`config.mk`:
```
export PLATFORM = sky130hd
export DESIGN_NAME = exec_stage
export DESIGN_NICKNAME = d
export VERILOG_FILES = /design/src/hdl/isa_pkg.sv /design/src/hdl/exec_pkg.sv /design/src/hdl/exec_decode.sv /design/src/hdl/exec_alu.sv /design/src/hdl/exec_result.sv /design/src/hdl/exec_stage.sv
export VERILOG_INCLUDE_DIRS = /design/src /design/src/hdl
export SDC_FILE = /design/constraint.sdc
export NUM_CORES = 1
export LEC_CHECK = 0
export BUFFER_PORTS_ARGS = -buffer_cell sky130_fd_sc_hd__buf_2
export CORE_UTILIZATION = 50
export DETAILED_ROUTE_END_ITERATION = 12
export PLACE_DENSITY_LB_ADDON = 0.2
export SLEW_MARGIN = 20
export SYNTH_ARGS = -nofsm -noshare
export SYNTH_HDL_FRONTEND = slang
export SYNTH_SLANG_ARGS = --single-unit
```
`constraint.sdc`:
```
create_clock -name i_clk -period 7.8 [get_ports i_clk]
set_input_delay 0.39 -clock i_clk [delete_from_list [all_inputs] [get_ports i_clk]]
set_output_delay 0.39 -clock i_clk [all_outputs]
set_load 0.02 [all_outputs]
```
`src/hdl/exec_defines.svh`:
```
`ifndef EXEC_DEFINES_SVH
`define EXEC_DEFINES_SVH

// Datapath width
// Branch targets are full-width addresses as well
`define XLEN 32

// Destination register index
// Sixteen architectural registers
`define REG_W 4

// Opcode field of the incoming instruction
`define OPC_W 5

`endif

```
`src/hdl/isa_pkg.sv`:
```
`include "exec_defines.svh"

package isa_pkg;

    // Instruction opcodes as seen by the execute stage
    // Codes not listed here execute as a NOP
    typedef enum logic [`OPC_W-1:0] {
        NOP = 5'd0,
        ADD = 5'd1,
        SUB = 5'd2,
        OR  = 5'd6,
        XOR = 5'd7,
        AND = 5'd8,
        NOT = 5'd9,   // Bitwise inverse of source 1
        BR  = 5'd12   // Conditional branch on the flag register
    } opcode_e;

    // Jump conditions carried with a BR instruction
    typedef enum logic [3:0] {
        JO      = 4'd0,
        JNO     = 4'd1,
        JS      = 4'd2,
        JNS     = 4'd3,
        JE      = 4'd4,
        JNE     = 4'd5,
        JC      = 4'd6,
        JNC     = 4'd7,
        JBE     = 4'd8,   // Unsigned below or equal
        JA      = 4'd9,   // Unsigned above
        JL      = 4'd10,  // Signed less
        JGE     = 4'd11,
        JLE     = 4'd12,
        JG      = 4'd13,
        JMP     = 4'd14,  // Always taken
        JMP_ALT = 4'd15   // Second encoding of JMP
    } jcond_e;

endpackage

```
`src/hdl/exec_pkg.sv`:
```
`include "exec_defines.svh"

package exec_pkg;

    // Internal ALU operations
    typedef enum logic [2:0] {
        ALU_NOP  = 3'd0,  // Source 1 passes through
        ALU_ADD  = 3'd1,
        ALU_SUB  = 3'd2,
        ALU_AND  = 3'd3,
        ALU_OR   = 3'd4,
        ALU_XOR  = 3'd5,
        ALU_NOTA = 3'd6
    } alu_op_e;

    // Decoded control for one instruction
    typedef struct packed {
        alu_op_e alu_op;
        logic    set_flags;  // Result updates the flag register
        logic    arith;      // Overflow and carry are meaningful
        logic    is_branch;
    } exec_ctrl_t;

    // Condition flags
    typedef struct packed {
        logic of;  // Signed overflow
        logic zf;  // Result is zero
        logic cf;  // Carry out
        logic sf;  // Sign of result
    } flags_t;

    // Combinational ALU output
    typedef struct packed {
        logic [`XLEN-1:0] result;
        flags_t           flags;
    } alu_out_t;

endpackage

```
`src/hdl/exec_decode.sv`:
```
`timescale 1ns/1ps
`include "exec_defines.svh"

module exec_decode
    import isa_pkg::*;
    import exec_pkg::*;
(
    input  logic [`OPC_W-1:0] i_opcode,
    output exec_ctrl_t        o_ctrl
);

    opcode_e opc;

    assign opc = opcode_e'(i_opcode);

    always_comb begin
        o_ctrl.alu_op    = ALU_NOP;
        o_ctrl.arith     = 1'b0;
        o_ctrl.is_branch = 1'b0;
        case (opc)
            ADD: begin
                o_ctrl.alu_op = ALU_ADD;
                o_ctrl.arith  = 1'b1;
            end
            SUB: begin
                o_ctrl.alu_op = ALU_SUB;
                o_ctrl.arith  = 1'b1;
            end
            AND:     o_ctrl.alu_op    = ALU_AND;
            OR:      o_ctrl.alu_op    = ALU_OR;
            XOR:     o_ctrl.alu_op    = ALU_XOR;
            NOT:     o_ctrl.alu_op    = ALU_NOTA;
            BR:      o_ctrl.is_branch = 1'b1;  // No ALU work for a branch
            default: ;                         // NOP and unknown codes
        endcase

        // Every real ALU operation writes the flags
        o_ctrl.set_flags = (o_ctrl.alu_op != ALU_NOP);
    end

endmodule

```
`src/hdl/exec_alu.sv`:
```
`timescale 1ns/1ps
`include "exec_defines.svh"

module exec_alu
    import exec_pkg::*;
(
    input  exec_ctrl_t       i_ctrl,
    input  logic [`XLEN-1:0] i_sr1_val,
    input  logic [`XLEN-1:0] i_sr2_val,
    output alu_out_t         o_alu
);

    logic [`XLEN-1:0] opnd_b;   // Operand b after optional negation
    logic [`XLEN:0]   sum;      // Carry sits in the top bit
    logic [`XLEN-1:0] result;
    logic             same_sign;
    logic             sign_flip;

    // Subtract is an add of the two's complement
    assign opnd_b = (i_ctrl.alu_op == ALU_SUB) ? (~i_sr2_val + 1'b1) : i_sr2_val;

    assign sum = {1'b0, i_sr1_val} + {1'b0, opnd_b};

    always_comb begin
        case (i_ctrl.alu_op)
            ALU_ADD,
            ALU_SUB:  result = sum[`XLEN-1:0];
            ALU_AND:  result = i_sr1_val & i_sr2_val;
            ALU_OR:   result = i_sr1_val | i_sr2_val;
            ALU_XOR:  result = i_sr1_val ^ i_sr2_val;
            ALU_NOTA: result = ~i_sr1_val;
            default:  result = i_sr1_val;  // NOP passes source 1
        endcase
    end

    // Signed overflow when both addends agree in sign and the sum does not
    assign same_sign = (i_sr1_val[`XLEN-1] == opnd_b[`XLEN-1]);
    assign sign_flip = (result[`XLEN-1] != i_sr1_val[`XLEN-1]);

    assign o_alu.result   = result;
    assign o_alu.flags.zf = (result == '0);
    assign o_alu.flags.sf = result[`XLEN-1];
    assign o_alu.flags.cf = i_ctrl.arith & sum[`XLEN];
    assign o_alu.flags.of = i_ctrl.arith & same_sign & sign_flip;

endmodule

```
`src/hdl/exec_result.sv`:
```
`timescale 1ns/1ps
`include "exec_defines.svh"

module exec_result
    import isa_pkg::*;
    import exec_pkg::*;
(
    input  logic             i_clk,
    input  logic             i_arst_n,
    input  logic             i_pipe_stall,
    input  logic             i_pipe_flush,
    input  exec_ctrl_t       i_ctrl,
    input  alu_out_t         i_alu,
    input  logic [`REG_W-1:0] i_dr,
    input  jcond_e           i_jmp_cond,
    input  logic [`XLEN-1:0] i_sr1_val,
    input  logic [`XLEN-1:0] i_target_offset,
    output logic [`REG_W-1:0] o_dr,
    output logic [`XLEN-1:0] o_value,
    output logic             o_ld_newpc,
    output logic [`XLEN-1:0] o_br_pc,
    output logic             o_taken
);

    flags_t flags_q;   // Left by the last flag-setting instruction
    logic   cond_met;

    // Jump condition table
    always_comb begin
        case (i_jmp_cond)
            JO:      cond_met = flags_q.of;
            JNO:     cond_met = !flags_q.of;
            JS:      cond_met = flags_q.sf;
            JNS:     cond_met = !flags_q.sf;
            JE:      cond_met = flags_q.zf;
            JNE:     cond_met = !flags_q.zf;
            JC:      cond_met = flags_q.cf;
            JNC:     cond_met = !flags_q.cf;
            JBE:     cond_met = flags_q.cf | flags_q.zf;
            JA:      cond_met = !flags_q.cf & !flags_q.zf;
            JL:      cond_met = flags_q.sf ^ flags_q.of;
            JGE:     cond_met = !(flags_q.sf ^ flags_q.of);
            JLE:     cond_met = flags_q.zf | (flags_q.sf ^ flags_q.of);
            JG:      cond_met = !flags_q.zf & !(flags_q.sf ^ flags_q.of);
            default: cond_met = 1'b1;  // Unconditional JMP in both encodings
        endcase
    end

    assign o_taken    = i_ctrl.is_branch & cond_met;
    assign o_ld_newpc = o_taken;                       // Not gated by stall
    assign o_br_pc    = i_sr1_val + i_target_offset;   // Computed every cycle

    always_ff @(posedge i_clk or negedge i_arst_n) begin
        if (!i_arst_n) begin
            o_dr    <= '0;
            o_value <= '0;
            flags_q <= '0;
        end else if (!i_pipe_stall) begin
            if (i_pipe_flush) begin
                o_dr    <= '0;  // Bubble with flags untouched
                o_value <= '0;
            end else if (i_ctrl.is_branch || i_ctrl.alu_op == ALU_NOP) begin
                o_dr    <= '0;  // Nothing to write back
                o_value <= '0;
            end else begin
                o_dr    <= i_dr;
                o_value <= i_alu.result;
                if (i_ctrl.set_flags)
                    flags_q <= i_alu.flags;
            end
        end
    end

    // A branch that is not stalled leaves a bubble in the output register
    a_branch_bubble: assert property (@(posedge i_clk) disable iff (!i_arst_n)
        (i_ctrl.is_branch && !i_pipe_stall) |=> (o_dr == '0 && o_value == '0))
        else $error("exec_result: output register not cleared after branch");

    // Stall freezes the result and the flags
    a_stall_hold: assert property (@(posedge i_clk) disable iff (!i_arst_n)
        i_pipe_stall |=> ($stable(o_value) && $stable(flags_q)))
        else $error("exec_result: state changed during stall");

endmodule

```
`src/hdl/exec_stage.sv`:
```
`timescale 1ns/1ps
`include "exec_defines.svh"

module exec_stage
    import isa_pkg::*;
    import exec_pkg::*;
(
    input  logic              i_clk,
    input  logic              i_arst_n,
    input  logic              i_pipe_stall,
    input  logic              i_pipe_flush,
    input  logic [`OPC_W-1:0] i_opcode,
    input  logic [`REG_W-1:0] i_dr,
    input  jcond_e            i_jmp_cond,
    input  logic [`XLEN-1:0]  i_sr1_val,
    input  logic [`XLEN-1:0]  i_sr2_val,
    input  logic [`XLEN-1:0]  i_target_offset,
    output logic              o_pipe_stall,
    output logic              o_pipe_flush,
    output logic [`REG_W-1:0] o_of_reg,
    output logic [`XLEN-1:0]  o_of_val,
    output logic [`REG_W-1:0] o_dr,
    output logic [`XLEN-1:0]  o_value,
    output logic              o_ld_newpc,
    output logic [`XLEN-1:0]  o_br_pc
);

    exec_ctrl_t ctrl;
    alu_out_t   alu_out;
    logic       taken;

    exec_decode u_decode (
        .i_opcode (i_opcode),
        .o_ctrl   (ctrl)
    );

    exec_alu u_alu (
        .i_ctrl    (ctrl),
        .i_sr1_val (i_sr1_val),
        .i_sr2_val (i_sr2_val),
        .o_alu     (alu_out)
    );

    exec_result u_result (
        .i_clk           (i_clk),
        .i_arst_n        (i_arst_n),
        .i_pipe_stall    (i_pipe_stall),
        .i_pipe_flush    (i_pipe_flush),
        .i_ctrl          (ctrl),
        .i_alu           (alu_out),
        .i_dr            (i_dr),
        .i_jmp_cond      (i_jmp_cond),
        .i_sr1_val       (i_sr1_val),
        .i_target_offset (i_target_offset),
        .o_dr            (o_dr),
        .o_value         (o_value),
        .o_ld_newpc      (o_ld_newpc),
        .o_br_pc         (o_br_pc),
        .o_taken         (taken)
    );

    assign o_pipe_stall = i_pipe_stall;           // Stage has no stall source of its own
    assign o_pipe_flush = taken | i_pipe_flush;   // Taken branch kills younger stages

    // Operand forwarding to earlier stages
    assign o_of_reg = i_dr;
    assign o_of_val = alu_out.result;

endmodule

```
==> impl_metrics.toml, run 1 <==
[run_status]
run_status = "complete, no violations"

[clock_network]
clk_pin_slew_worst_paths_ps = 60
cts_root_buf = "clkbuf_16"
cts.sinks = 40
cts_buffers = 5
cts.repair.resized = 0
h-tree-depth = 2
ctsHoldBuffers = 0
cts_setup_buffers = 0
clk_path_buf_depth = 2
cts_tree = "built"
insertion_delay_ps = 280

[place]
port_buffers = 219
dp_hpwl_um = 19000
gp_congestion = 0.945
placed_area_um2 = 8890
place_ws_ps = 2130

[grt]
grt_pass1_vias = 7518
antenna_found_initial = 0
overflow = 0
gr-usage-all-layers = 0.288
grt_max_degree = 41
grt_pass1_wl_um = 38100

[timing]
finalHoldViolCount = 0
worst_pin_slew_ps = 1020
post-route-period-util = 0.740
setup_viol = 0
setup_tns_ps = 0
worst_slack_ps = 2030
whs_ps = 216
grt_setup_unrepaired = "false"
finClkSkew_ps = 0
slew_headroom = 0.319
clock.fmax_mhz = 173
report.final.slew_viol_count = 0
period_needed_ps = 5770

[worst_setup_path]
slowest_stage = "nor3b_1"
critPathMaxStageDelay_ps = 560
crit_family = "simple AND/OR/NAND/NOR gates"
cp_max_fo = 7
crit_buf_inv = 3
path_class = "in -> out"
crit_path_start_kind = "input pin"
cp.required_ps = 7410
crit_path_frequent_cell = "or3_1"
worstPathArrival_ps = 5380
rrSetupSlack_ps = 7050
end_kind = "primary output"
path_cells = "buf_2, inv_1, ha_1, nand3_1, or3_1, nor3b_1, a31oi_1, xnor2_1, ha_1, a211oi_1, nor2_1, o41ai_1, o2111ai_1, a31oi_1, nor2_1, or3_1, and4_1, or3_1, buf_2"

[die]
die_w_um = 128
initial_utilization = 0.516
fp-row-count = 45
io_pins = 220
die_h_um = 128
core_um2 = 15400
die_area_um2 = 16400

[power]
leakage_nw = 4.56
vdd_drop_max_mv = 0.130
power_density_nw_per_um2 = 117

[run]
maxCapViolCount = 0

[layout]
design_area_um2 = 9040
drive_above_1_share = 0.209
nNetsFinal = 1453
utilization = 0.588
diodes = 0
area_growth_pct = 14.0

[routing]
drt-vias-per-instance = 5.88
dr.pass1.iters = 5
routedWlPerCell_um = 16.8
drt-total-wl_um = 23800
vias = 8320
drtIter0Drc = 456
drt.antenna.violating_nets = 0
drc = 0

[yosys]
synth_commonest_cells = "ha_1, nand2_1, inv_1"
syn_area_um2 = 7940
synth_area_leaders = "ha_1, dfrtp_1, xnor2_1"
yosysMostFrequentCell = "ha_1"
post_synth_num_cell_types = 76
ys_seq_area_frac = 0.126
synth-seq-cells = 40
synth_cells = 1051
synth_top_cell_area_share = 0.213
syn_avg_cell_area_um2 = 7.55
synth_top_cell_by_area = "ha_1"
synth-edff-count = 0
synth_nets = 1301
async_flop_share = 1.00
ys_warn_count = 0
synth_flop_cell = "dfrtp_1"

[hold_path]
hold_path.class = "in -> async"
## sequential cells by signal, indices dropped and copies added (netlist names)
signal	count
u_result.o_value	32
u_result.flags_q	4
u_result.o_dr	4
## final timing paths
check,from,end,depth (start not counted)
max,i_sr2_val[1],o_of_val[31],19
min,i_arst_n,u_result.o_value[13],1
max reg2reg,u_result.o_value[6],u_result.o_value[6],1
min reg2reg,u_result.o_value[25],u_result.o_value[25],2
max in group asynchronous,i_arst_n,u_result.o_value[5],1
min in group i_clk,i_dr[2],u_result.o_dr[2],2
## layout make-up
class | count | area, µm²
multi-input combinational | 837 | 6130
inverter | 94 | 353
tap | 211 | 264
clock buffer | 7 | 143
timing repair buffer | 225 | 1140
sequential | 40 | 1000
fill | 1496 | 6330
clock inverter | 1 | 7.51
## placed cells by master (no fill, tap or decap), types with 19 or more instances in the layout
cell / count
nor2_1: 74
inv_1: 94
xor2_1: 19
o211ai_1: 22
nand2_1: 100
dfrtp_1: 40
ha_1: 135
buf_2: 219
a22o_1: 26
xnor2_1: 65
o21ai_0: 60
a21oi_1: 78
## routing by layer
layer / vias to the layer above / GRT usage / wire length (µm)
met3: 33 / 0.0317 / 1760
met4: 0 / 0.0747 / 435
li1: 4077 / - / -
met2: 327 / 0.466 / 10400
met1: 3883 / 0.405 / 11200
met5: - / 0 / 0
## stage by stage
stage / std cells / power, mW
finish: 1415 / 1.05
global route: 1415 / 1.13
CTS: 1415 / 1.05
detailed placement: 1407 / 0.844
global placement: 1407 / 0.839
floorplan: 1051 / 0.676
## where the power goes
| group | switching, mW | internal [mW] | total, mW |
|---|---|---|---|
| logic | 0.390 | 0.238 | 0.628 |
| clock network | 0.0791 | 0.127 | 0.206 |
| registers | 0.00481 | 0.215 | 0.220 |
| total | 0.474 | 0.580 | 1.05 |
## cell families after synthesis
group / Yosys count / synth area share
AOI/OAI and AO/OA: 324 / 0.280
and+or+nand+nor: 285 / 0.170
buffers and inverters: 174 / 0.102
adders and majority gates: 137 / 0.218
xor gates and xnor gates: 84 / 0.0927
DFF: 40 / 0.126
muxes: 7 / 0.0109
(Power assumes the default switching activity.)
==> run 2, diff against run 1 <==
--- a/config.mk
+++ b/config.mk
@@ -6,6 +6,7 @@
 export SDC_FILE = /design/constraint.sdc
 export NUM_CORES = 1
 export LEC_CHECK = 0
+export ABC_AREA = 1
 export BUFFER_PORTS_ARGS = -buffer_cell sky130_fd_sc_hd__buf_2
 export CORE_UTILIZATION = 50
 export DETAILED_ROUTE_END_ITERATION = 12
==> constraint.sdc (replaced) <==
create_clock -name i_clk -period 5.85 [get_ports i_clk]
set_input_delay 0.2925 -clock i_clk [delete_from_list [all_inputs] [get_ports i_clk]]
set_output_delay 0.2925 -clock i_clk [all_outputs]
set_load 0.02 [all_outputs]
==> run 2 against run 1 <==
Clock power up 49%. Global-route usage up 2.6 points. Setup slack worse by 380 ps. Sequential power up 35%. Cell count up 38%. Largest cell class unchanged.
==> impl_metrics.toml, run 2 <==
[timing]
setup_tns_ps = 0
period_needed_ps = 4200
post-route-period-util = 0.718
finClkSkew_ps = 0
setup_viol = 0
slew_headroom = 0.249
report.final.slew_viol_count = 0
grt_setup_unrepaired = "false"
worst_pin_slew_ps = 1130
clock.fmax_mhz = 238
finalHoldViolCount = 0

[clock_network]
clk_path_buf_depth = 2
cts.repair.resized = 0
clk_pin_slew_worst_paths_ps = 60
ctsHoldBuffers = 0
cts_setup_buffers = 0
cts.sinks = 40
h-tree-depth = 2
cts_root_buf = "clkbuf_16"
cts_buffers = 5
insertion_delay_ps = 280
cts_tree = "built"

[yosys]
synth_top_cell_area_share = 0.190
ys_seq_area_frac = 0.109
post_synth_num_cell_types = 45
synth_top_cell_by_area = "nand2_1"
synth-edff-count = 0
synth_commonest_cells = "nand2_1, inv_1, nor2_1"
synth_top_family_by_area = "simple AND/OR/NAND/NOR gates"
synth-xor-area-share = 0.0590
synth-simple-area-share = 0.347
yosysMostFrequentCell = "nand2_1"
synth_flop_cell = "dfrtp_1"
synth_nets = 1804
synth-seq-cells = 40
synthAdderAreaFrac = 0.188
async_flop_share = 1.00
syn_avg_cell_area_um2 = 5.92
synth_cells = 1554
synth_compound_area_frac = 0.143
syn_area_um2 = 9210
synth.mux.area_fraction = 0
synth_area_leaders = "nand2_1, ha_1, dfrtp_1"
ys_warn_count = 0

[place]
placed_cells = 1940
placed_area_um2 = 10200
gp_congestion = 0.949
dp_hpwl_um = 24800
port_buffers = 219

[routing]
drc = 0
drtIter0Drc = 777
drt.antenna.violating_nets = 0
dr.max_layer_used = "met4"
vias = 10200
routedWlPerCell_um = 15.1
wl_met2_um = 12400
dr.pass1.iters = 5
drt-vias-per-instance = 5.26
drt-total-wl_um = 29400
wl_met3_um = 2560
wl_met1_um = 13800

[hold_path]
hold_path.class = "in -> async"

[layout]
area_growth_pct = 12.8
regMostFlops = "u_result.o_value"
fill_cells = 1905
drive_above_1_share = 0.150
mostFrequentLayoutCell = "nand2_1"
largest_reg_flops = 32
layout_common_cells = "nand2_1, inv_1, buf_2"
design_area_um2 = 10400
multi_input_area_um2 = 6800
largestRegisters = "u_result.o_value x32, u_result.flags_q x4, u_result.o_dr x4"
nNetsFinal = 1968
diodes = 0
fin_cells = 1948
seqCellArea_um2 = 1000

[grt]
overflow = 0
grt_max_degree = 41
grt_pass1_wl_um = 46500
gr-usage-all-layers = 0.314
grt_pass1_vias = 9337
antenna_found_initial = 0

[worst_setup_path]
r2r_end = "u_result.o_value[11]"
rrSetupSlack_ps = 5080
worstPathArrival_ps = 3910
reg2regPathDepth = 1
worstReg2RegStart = "u_result.o_value[11]"
end_kind = "primary output"
cp.required_ps = 5560
cp_max_fo = 5
slowest_stage = "ha_1"
crit_path_frequent_cell = "nand2_1"
path_class = "in -> out"
path_cells = "buf_2, inv_1, ha_1, nand2_1, nor3_1, inv_1, nor2_1, inv_1, nor2_1, nand2_1, nand2_1, o21ai_0, a21oi_1, xor2_1, ha_1, nand2_1, nor2_1, and2_1, and2_1, nand2_1, nand3_1, nand3_1, nand2_1, buf_2"
critPathMaxStageDelay_ps = 380
crit_path_start_kind = "input pin"

[power]
power_density_nw_per_um2 = 148
vdd_drop_max_mv = 0.236
leakage_nw = 6.16

[die]
die_w_um = 138
fp-row-count = 49
core_um2 = 18000
die_area_um2 = 19000
die_h_um = 138
initial_utilization = 0.511
io_pins = 220

[run]
maxCapViolCount = 0

[run_status]
run_status = "complete, no violations"
## run 2: cell count changes after synthesis, sizes merged, moves of 15 or more
cell | previous run | this run
nor2 | 75 | 146
o21ai | 62 | 77
o211ai | 23 | 3
inv | 94 | 270
xnor2 | 65 | 11
xor2 | 19 | 51
a221oi | 19 | 1
nand3 | 14 | 89
nand2 | 100 | 468
## run 2: metal layers
layer  global-route usage  vias to the layer above
met5                    0                        -
met4               0.0912                        0
met3               0.0489                       42
met2                0.501                      448
met1                0.432                     4522
li1                     -                     5232
## run 2: power breakdown
part | internal, mW | switching (mW) | leakage, nW
Combinational | 0.314 | 0.623 | 5.53
Clock | 0.200 | 0.107 | 0.0808
Sequential | 0.290 | 0.00744 | 0.551
## run 2: stage by stage
step | setup WS (ps) | util | hold slack [ps] | power, mW
6_report | 1650 | 0.576 | 114 | 1.54
5_1_grt | 1270 | 0.576 | 198 | 1.67
4_1_cts | 1690 | 0.576 | 146 | 1.54
3_5_place_dp | 1570 | 0.567 | 452 | 1.22
3_3_place_gp | 1570 | 0.567 | 450 | 1.22
2_1_floorplan | 2580 | - | -3.09 | 0.961
## run 2: worst max-delay path, delay by kind of cell
kind                     cells  cell delay [ps]
buffers and inverters        5              560
AO/OA/AOI/OAI                2              440
AND/OR/NAND/NOR             14             1970
XOR/XNOR                     1              100
adder cells (fa/ha/maj)      2              570
## run 2: final cells by class
class	count	share of cell area
multi-input cells	1179	0.655
repair buffers	222	0.108
inverters	270	0.0976
flip-flops and latches	40	0.0964
well taps	229	0.0276
clock buffers	6	0.0124
clock inverters	2	0.00337
## run 2: cells by family (layout without fill, tap and decap cells)
kind of cell | Yosys count | after routing
flops | 40 | 40
buf+inv | 335 | 500
compound gates | 214 | 214
xor+xnor | 62 | 62
simple gates | 766 | 766
fa+ha+maj | 137 | 137
## run 2: how the worst max path moves through the flow
stage,start,to,slack [ps]
2_1_floorplan,i_sr2_val[1],o_of_val[31],2580
3_3_place_gp,i_sr2_val[1],u_result.flags_q[2],1570
3_5_place_dp,i_sr2_val[1],u_result.flags_q[2],1570
4_1_cts,i_sr2_val[1],o_of_val[27],1690
5_1_grt,i_sr2_val[3],o_of_val[31],1270
6_report,i_sr2_val[1],o_of_val[27],1650
